$ cat config.mk
export PLATFORM = sky130hd
export DESIGN_NAME = pong_top
export DESIGN_NICKNAME = d
export VERILOG_FILES = /design/src/pong_pkg.sv /design/src/obj_if.sv /design/src/scan_if.sv /design/src/object_state.sv /design/src/pixel_renderer.sv /design/src/pong_top.sv /design/src/quad_decoder.sv /design/src/scan_timing.sv
export SDC_FILE = /design/constraint.sdc
export NUM_CORES = 1
export LEC_CHECK = 0
export BUFFER_PORTS_ARGS = -buffer_cell sky130_fd_sc_hd__buf_2
export CAP_MARGIN = 30
export CORE_MARGIN = 2
export CORE_UTILIZATION = 68
export DETAILED_ROUTE_END_ITERATION = 16
export GPL_TIMING_DRIVEN = 0
export PLACE_DENSITY = 0.87
export SETUP_SLACK_MARGIN = 0.3
export SYNTH_ARGS = -nofsm -noshare
export SYNTH_HDL_FRONTEND = slang
export SYNTH_SLANG_ARGS = --single-unit
$ cat constraint.sdc
create_clock -name clock -period 9 [get_ports clock]
set_input_delay 0.45 -clock clock [delete_from_list [all_inputs] [get_ports clock]]
set_output_delay 0.45 -clock clock [all_outputs]
set_load 0.005 [all_outputs]
$ cat src/pong_pkg.sv
package pong_pkg;

	// screen coordinate, wide enough for the full 800x525 scan
	typedef logic [9:0] coord_t;

	// visible area
	localparam coord_t SCREEN_W = 10'd640;
	localparam coord_t SCREEN_H = 10'd480;

	// border thickness, border covers x <= 7, x >= 633, y <= 7, y >= 473
	localparam coord_t BORDER = 10'd8;

	// paddle geometry, centre row is fixed
	localparam coord_t PAD_Y = 10'd400;
	localparam coord_t PAD_HALF_W = 10'd63;
	localparam coord_t PAD_HALF_H = 10'd3;

	// paddle centre travel limits
	localparam coord_t PAD_MIN = 10'd120;
	localparam coord_t PAD_MAX = 10'd520;

	// ball is a 15x15 square around its centre
	localparam coord_t BALL_HALF = 10'd7;

	// positions after reset
	localparam coord_t PAD_X0 = 10'd240;
	localparam coord_t BALL_X0 = 10'd320;
	localparam coord_t BALL_Y0 = 10'd240;

	// first border column and row on the right and bottom sides
	localparam coord_t BORDER_X_HI = SCREEN_W - BORDER + 10'd1;
	localparam coord_t BORDER_Y_HI = SCREEN_H - BORDER + 10'd1;

endpackage

$ cat src/obj_if.sv
`timescale 1ns/10ps

interface obj_if;

	// committed object positions, constant for a whole frame
	pong_pkg::coord_t pad_x;
	pong_pkg::coord_t ball_x;
	pong_pkg::coord_t ball_y;

	// current pixel is border or paddle
	logic solid;

	modport state (
		output pad_x,
		output ball_x,
		output ball_y,
		input solid
	);

	modport render (
		input pad_x,
		input ball_x,
		input ball_y,
		output solid
	);

endinterface

$ cat src/scan_if.sv
`timescale 1ns/10ps

interface scan_if;

	// current scan position
	pong_pkg::coord_t px;
	pong_pkg::coord_t py;

	// sync levels, active low
	logic hsync;
	logic vsync;

	// one cycle strobe at px == 0, py == 0
	logic frame_start;

	modport source (
		output px,
		output py,
		output hsync,
		output vsync,
		output frame_start
	);

	modport sink (
		input px,
		input py,
		input hsync,
		input vsync,
		input frame_start
	);

endinterface

$ cat src/object_state.sv
`timescale 1ns/10ps

module object_state (
	input logic clock,
	input logic reset,
	scan_if.sink scan,
	obj_if.state obj,
	input logic step,
	input logic dir
);

	// paddle position collected during the frame
	pong_pkg::coord_t pad_pending;

	// committed state seen by the renderer
	pong_pkg::coord_t pad_x_q;
	pong_pkg::coord_t ball_x_q;
	pong_pkg::coord_t ball_y_q;

	// 1 means +1 per frame, 0 means -1
	logic dx;
	logic dy;

	// probe pixels on the ball edges
	pong_pkg::coord_t probe_left;
	pong_pkg::coord_t probe_right;
	pong_pkg::coord_t probe_top;
	pong_pkg::coord_t probe_bottom;

	logic hit_left;
	logic hit_right;
	logic hit_top;
	logic hit_bottom;

	assign probe_left = ball_x_q - pong_pkg::BALL_HALF;
	assign probe_right = ball_x_q + pong_pkg::BALL_HALF;
	assign probe_top = ball_y_q - pong_pkg::BALL_HALF;
	assign probe_bottom = ball_y_q + pong_pkg::BALL_HALF;

	assign hit_left = obj.solid && (scan.px == probe_left) && (scan.py == ball_y_q);
	assign hit_right = obj.solid && (scan.px == probe_right) && (scan.py == ball_y_q);
	assign hit_top = obj.solid && (scan.px == ball_x_q) && (scan.py == probe_top);
	assign hit_bottom = obj.solid && (scan.px == ball_x_q) && (scan.py == probe_bottom);

	always_ff @(posedge clock) begin
		if (reset) begin
			pad_pending <= pong_pkg::PAD_X0;
			pad_x_q <= pong_pkg::PAD_X0;
			ball_x_q <= pong_pkg::BALL_X0;
			ball_y_q <= pong_pkg::BALL_Y0;
			dx <= 1'b1;
			dy <= 1'b1;
		end else begin
			// one pixel per encoder step, held at the limits
			if (step) begin
				if (dir && (pad_pending < pong_pkg::PAD_MAX)) begin
					pad_pending <= pad_pending + 1'b1;
				end else if (!dir && (pad_pending > pong_pkg::PAD_MIN)) begin
					pad_pending <= pad_pending - 1'b1;
				end
			end

			// bounce away from whatever the probe touched
			if (hit_left) begin
				dx <= 1'b1;
			end
			if (hit_right) begin
				dx <= 1'b0;
			end
			if (hit_top) begin
				dy <= 1'b1;
			end
			if (hit_bottom) begin
				dy <= 1'b0;
			end

			// new snapshot for the frame that starts now
			if (scan.frame_start) begin
				pad_x_q <= pad_pending;
				ball_x_q <= dx ? ball_x_q + 1'b1 : ball_x_q - 1'b1;
				ball_y_q <= dy ? ball_y_q + 1'b1 : ball_y_q - 1'b1;
			end
		end
	end

	assign obj.pad_x = pad_x_q;
	assign obj.ball_x = ball_x_q;
	assign obj.ball_y = ball_y_q;

	a_pad_in_range: assert property (
		@(posedge clock) disable iff (reset)
		(pad_x_q >= pong_pkg::PAD_MIN) && (pad_x_q <= pong_pkg::PAD_MAX)
	);

endmodule

$ cat src/pixel_renderer.sv
`timescale 1ns/10ps

module pixel_renderer (
	input logic clock,
	input logic reset,
	scan_if.sink scan,
	obj_if.render obj,
	output logic vga_r,
	output logic vga_g,
	output logic vga_b,
	output logic vga_hsync,
	output logic vga_vsync,
	output pong_pkg::coord_t pix_x,
	output pong_pkg::coord_t pix_y
);

	logic visible;
	logic in_border;
	logic in_paddle;
	logic in_ball;
	logic in_checker;
	logic white;

	assign visible = (scan.px < pong_pkg::SCREEN_W) && (scan.py < pong_pkg::SCREEN_H);

	assign in_border = (scan.px < pong_pkg::BORDER) || (scan.px >= pong_pkg::BORDER_X_HI) ||
		(scan.py < pong_pkg::BORDER) || (scan.py >= pong_pkg::BORDER_Y_HI);

	// paddle bounds cannot wrap, pad_x is kept within 120..520
	assign in_paddle = (scan.px >= obj.pad_x - pong_pkg::PAD_HALF_W) &&
		(scan.px <= obj.pad_x + pong_pkg::PAD_HALF_W) &&
		(scan.py >= pong_pkg::PAD_Y - pong_pkg::PAD_HALF_H) &&
		(scan.py <= pong_pkg::PAD_Y + pong_pkg::PAD_HALF_H);

	assign in_ball = (scan.px >= obj.ball_x - pong_pkg::BALL_HALF) &&
		(scan.px <= obj.ball_x + pong_pkg::BALL_HALF) &&
		(scan.py >= obj.ball_y - pong_pkg::BALL_HALF) &&
		(scan.py <= obj.ball_y + pong_pkg::BALL_HALF);

	// 8x8 checker cells
	assign in_checker = scan.px[3] ^ scan.py[3];

	assign white = in_border | in_paddle | in_ball;

	// ball is not solid, it only bounces off walls and paddle
	assign obj.solid = visible && (in_border || in_paddle);

	always_ff @(posedge clock) begin
		if (reset) begin
			vga_r <= 1'b0;
			vga_g <= 1'b0;
			vga_b <= 1'b0;
			vga_hsync <= 1'b1;
			vga_vsync <= 1'b1;
		end else begin
			// red channel also carries the checker
			vga_r <= visible && (white || in_checker);
			vga_g <= visible && white;
			vga_b <= visible && white;
			vga_hsync <= scan.hsync;
			vga_vsync <= scan.vsync;
		end
	end

	// coordinates stay aligned with the colour they belong to
	always_ff @(posedge clock) begin
		pix_x <= scan.px;
		pix_y <= scan.py;
	end

endmodule

$ cat src/pong_top.sv
`timescale 1ns/10ps

module pong_top #(
	parameter int H_TOTAL = 800,
	parameter int H_SYNC_START = 656,
	parameter int H_SYNC_END = 751,
	parameter int V_TOTAL = 525,
	parameter int V_SYNC_START = 490,
	parameter int V_SYNC_END = 491
) (
	input logic clock,
	input logic reset,
	input logic quad_a,
	input logic quad_b,
	output logic vga_r,
	output logic vga_g,
	output logic vga_b,
	output logic vga_hsync,
	output logic vga_vsync,
	output logic [9:0] pix_x,
	output logic [9:0] pix_y
);

	scan_if u_scan_if ();
	obj_if u_obj_if ();

	logic step;
	logic dir;

	scan_timing #(
		.H_TOTAL(H_TOTAL),
		.H_SYNC_START(H_SYNC_START),
		.H_SYNC_END(H_SYNC_END),
		.V_TOTAL(V_TOTAL),
		.V_SYNC_START(V_SYNC_START),
		.V_SYNC_END(V_SYNC_END)
	) u_scan_timing (
		.clock(clock),
		.reset(reset),
		.scan(u_scan_if.source)
	);

	quad_decoder u_quad_decoder (
		.clock(clock),
		.reset(reset),
		.quad_a(quad_a),
		.quad_b(quad_b),
		.step(step),
		.dir(dir)
	);

	object_state u_object_state (
		.clock(clock),
		.reset(reset),
		.scan(u_scan_if.sink),
		.obj(u_obj_if.state),
		.step(step),
		.dir(dir)
	);

	pixel_renderer u_pixel_renderer (
		.clock(clock),
		.reset(reset),
		.scan(u_scan_if.sink),
		.obj(u_obj_if.render),
		.vga_r(vga_r),
		.vga_g(vga_g),
		.vga_b(vga_b),
		.vga_hsync(vga_hsync),
		.vga_vsync(vga_vsync),
		.pix_x(pix_x),
		.pix_y(pix_y)
	);

endmodule

$ cat src/quad_decoder.sv
`timescale 1ns/10ps

module quad_decoder (
	input logic clock,
	input logic reset,
	input logic quad_a,
	input logic quad_b,
	output logic step,
	output logic dir
);

	// two flop synchronizer per phase, bit 1 is the safe sample
	logic [1:0] a_sync;
	logic [1:0] b_sync;
	// previous synchronized sample
	logic a_prev;
	logic b_prev;
	logic a_changed;
	logic b_changed;

	always_ff @(posedge clock) begin
		a_sync <= {a_sync[0], quad_a};
		b_sync <= {b_sync[0], quad_b};
		a_prev <= a_sync[1];
		b_prev <= b_sync[1];
	end

	assign a_changed = a_sync[1] ^ a_prev;
	assign b_changed = b_sync[1] ^ b_prev;

	// any phase change is one step, direction from old a against new b
	always_ff @(posedge clock) begin
		if (reset) begin
			step <= 1'b0;
			dir <= 1'b0;
		end else begin
			step <= a_changed | b_changed;
			dir <= a_prev ^ b_sync[1];
		end
	end

	// gray code input, both phases flipping at once is a lost step
	a_no_double_edge: assert property (
		@(posedge clock) disable iff (reset)
		!(a_changed && b_changed)
	);

endmodule

$ cat src/scan_timing.sv
`timescale 1ns/10ps

module scan_timing #(
	parameter int H_TOTAL = 800,
	parameter int H_SYNC_START = 656,
	parameter int H_SYNC_END = 751,
	parameter int V_TOTAL = 525,
	parameter int V_SYNC_START = 490,
	parameter int V_SYNC_END = 491
) (
	input logic clock,
	input logic reset,
	scan_if.source scan
);

	pong_pkg::coord_t px_q;
	pong_pkg::coord_t py_q;
	logic line_end;
	logic frame_end;

	assign line_end = (px_q == pong_pkg::coord_t'(H_TOTAL - 1));
	assign frame_end = (py_q == pong_pkg::coord_t'(V_TOTAL - 1));

	// pixel counter runs every cycle, line counter steps on the wrap
	always_ff @(posedge clock) begin
		if (reset) begin
			px_q <= '0;
			py_q <= '0;
		end else begin
			if (line_end) begin
				px_q <= '0;
				if (frame_end) begin
					py_q <= '0;
				end else begin
					py_q <= py_q + 1'b1;
				end
			end else begin
				px_q <= px_q + 1'b1;
			end
		end
	end

	assign scan.px = px_q;
	assign scan.py = py_q;

	// hsync window from x only, vsync window from y only
	assign scan.hsync = !((px_q >= pong_pkg::coord_t'(H_SYNC_START)) &&
		(px_q <= pong_pkg::coord_t'(H_SYNC_END)));
	assign scan.vsync = !((py_q >= pong_pkg::coord_t'(V_SYNC_START)) &&
		(py_q <= pong_pkg::coord_t'(V_SYNC_END)));

	assign scan.frame_start = (px_q == '0) && (py_q == '0);

	// counters never leave the frame
	a_scan_in_range: assert property (
		@(posedge clock) disable iff (reset)
		(px_q < pong_pkg::coord_t'(H_TOTAL)) && (py_q < pong_pkg::coord_t'(V_TOTAL))
	);

endmodule

==> results.md <==
- Status: complete, no violations
- Leakage dissipation: 3.32 nW
- Post-synth EDFFs: 0
- Pwr Density: 155 nW/um^2
- Crit-path max cell delay: about 480 ps
- Cell with the most instances after synthesis: ha_1
- #FFs+latches synth: 94
- Worst-path cell chain: nor4_1 -> nand2_1 -> a21boi_0 -> inv_1 -> fa_1 -> a21o_1 -> a21oi_2 -> o21bai_1 -> a2111oi_0 -> nor3_1 -> or4b_1 -> nand3_1
- Clock Latency Late Sink: 370 ps
- CTS Buffer Depth: 2
- First-pass GRT wire length: 28000 um
- Hold Vio Cnt, Final: 0
- Synth area leader: dfxtp_1
- H-tree levels: 3
- First-pass DRT Iterations: 5
- Post-layout min period: 3460 ps
- RSZ-0062 raised after global routing: false
- Max VDD drop: 0.106 mV
- Initial antenna violation count: 0
- Area growth, synth to finish: 7.75%
- Hold Path Depth: 1
- TritonCTS Sinks: 94
- CTS Root Cell: clkbuf_8
- Post-route insts no fill: between 900 and 1000
- Die Ht: approximately 100 um
- CP Max Fanout: 10
- N_diodes: 0
- TNS Setup: 0 ps
- PortBufs: 28
- Post-CTS Setup Bufs: 0
- Io pins: 29
- DR iter-0 viols: 435
- Top post-synthesis cells by count: ha_1 (95), dfxtp_1 (94), nand2_1 (70)
- Post-synth cell types: 57
- Number of endpoints failing setup at the final stage: 0
- Final ANT Viol Nets: 0
- Worst path required time: a little over 9000 ps
- R2r endpoint: u_object_state.pad_pending[8]
- Quantity of gates resized following cts: 0
- Die area: 10900 um^2
- Main area contributors after synthesis: dfxtp_1 (28%), ha_1 (17%), xnor2_1 (7.9%)
- Period utilization: 38.4%
- Largest net degree at the start of global routing: 16
- Hold_sp: quad_a
- Clock slew at reported path FFs: 100 ps
- Synthesis warning total: 0
- Nets: 944
- Worst slew margin: 51.3%
- Worst Reg-to-Reg Cells: 12
- Max Slew Vio Count: 0
- Flop2flop setup slack: about 5500 ps
- HP Class: in2reg
- Worst r2r src: u_object_state.pad_pending[3]
- Share of cells above drive strength 1: 7.79%
- WS Path Type: reg2reg
- Vias in the first global route: around 5900
- Worst path slowest cell: or4b_1
- Fmax achieved: between 0.2 and 0.3 GHz
- Worst slew pin tran: 713 ps
- Hold EP: u_quad_decoder.a_sync[0]
- Seq/Total Area, Yosys: 27.5%
- CTS Hold Buffers Added: 0
- Final core utilization: between 70% and 80%
- Total gr overflow: 0
- Detail Placement HPWL: 12500 um
- CTS Buf Count: 9
- Synthesized area: 6830 um^2
- Residual DRC: 0
- Synth top area share: ~28%
- Core ar.: between 9000 and 10000 um^2
- Skew final: 14.0 ps
- Asr flop ratio synth: 0%
- Gpl congestion: 0.912
- DR vias/cell: about 6.3
- Initial Util: 69.9%
- TritonCTS clock tree: done
- Max-cap viol count: 0
- Arr. time, crit path: 3770 ps
- Vias: 6138
- GR Util All Layers: 31.3%
- Syn_area_per_cell: 8.51 um^2
- Routed length per instance: 17.2 um
- Rows: 36
- CP startpoint kind: flop
- Synth Flop Type: dfxtp_1
- Cells after Synth: 803
- Setup crit end kind: flop
- Die Width: between 100 and 150 um
- Final WL: 16800 um
- Inst Count DP: 964
- Syn_nets: 905
-- layer usage --
layer,global-route usage [%],vias up,part of all wire (%)
li1,-,2932,-
met1,39.8,2958,43
met2,53.9,210,49
met3,4.70,38,6.0
met4,11.2,0,1.9
met5,0,-,0
-- report_power, final --
part | switching [mW] | total, mW | internal (mW)
clock network | 0.154 | 0.319 | 0.165
logic | 0.194 | 0.344 | 0.150
registers | 0.0385 | 0.481 | 0.443
total | 0.386 | 1.14 | 0.758
-- cell type report --
class	instances	area, um^2
Clock buffer	11	141
Buffer	43	200
Timing Repair Buffer	28	140
Clock inverter	5	81.3
Fill cell	721	2410
Inverter	27	101
Sequential cell	94	1880
Tap cell	133	166
Multi-Input combinational cell	639	4650
-- through the flow --
| step | area [um^2] | total power [mW] | hold slack [ps] | setup WS [ps] |
|---|---|---|---|---|
| 2_1_floorplan | 6830 | 0.748 | 310 | 6010 |
| 3_3_place_gp | 7140 | 0.803 | 316 | 5760 |
| 3_5_place_dp | 7140 | 0.827 | 315 | 5600 |
| 4_1_cts | 7360 | 1.14 | 183 | 5570 |
| 5_1_grt | 7360 | 1.20 | 175 | 5370 |
| 6_report | 7360 | 1.14 | 180 | 5540 |
-- worst max path at each step --
stage | start | endpoint | slack (ps) | cells past startpoint
after floorplan | u_object_state.pad_pending[3] | u_object_state.pad_pending[8] | 6010 | 12
after global placement | u_object_state.pad_pending[3] | u_object_state.pad_pending[8] | 5760 | 12
after detailed placement | u_object_state.pad_pending[3] | u_object_state.pad_pending[8] | 5600 | 12
after CTS | u_object_state.pad_pending[3] | u_object_state.pad_pending[8] | 5570 | 12
after global routing | u_object_state.pad_pending[3] | u_object_state.pad_pending[8] | 5370 | 12
final | u_object_state.pad_pending[3] | u_object_state.pad_pending[8] | 5540 | 12
-- registers in the layout, indices dropped and copies added (netlist names), 2 cells and up --
register	flops
u_object_state.pad_pending	10
u_object_state.obj.pad_x	10
u_object_state.obj.ball_y	10
u_quad_decoder.b_sync	2
u_pixel_renderer.pix_y	10
u_scan_timing.scan.px	10
u_pixel_renderer.pix_x	10
u_object_state.obj.ball_x	10
u_scan_timing.scan.py	10
u_quad_decoder.a_sync	2
-- cells by family (layout without fill, tap and decap cells) --
group | after synthesis | count (layout) | synth area share, %
AO/OA/AOI/OAI | 157 | 157 | 15.0
XOR/XNOR | 105 | 105 | 13.5
buffers and inverters | 70 | 114 | 4.41
multiplexers | 1 | 1 | 0.147
flip-flops | 94 | 94 | 27.5
AND/OR/NAND/NOR | 278 | 278 | 21.2
adder cells (fa/ha/maj) | 98 | 98 | 18.3
-- worst max-delay path, delay by kind of cell, from the launching register on --
kind / cells / cell delay, ps
simple gates: 5 / 1180
flops: 1 / 370
buf+inv: 1 / 240
compound gates: 5 / 1160
fa+ha+maj: 1 / 470
-- placed cells by master, fill, tap and decap left out, drive strengths merged, types with 11 or more instances in the layout --
cell type  count
xor2          43
a21o          21
a211o         13
and3          14
nand3b        11
clkbuf        39
a21oi         61
nand2b        12
nand3         25
xnor2         62
a211oi        11
buf           43
nor2          57
nor3          20
o21ai         19
ha            95
nand2         70
nand4         24
dfxtp         94
inv           28
No activity file was read; power rests on OpenSTA's default activity.
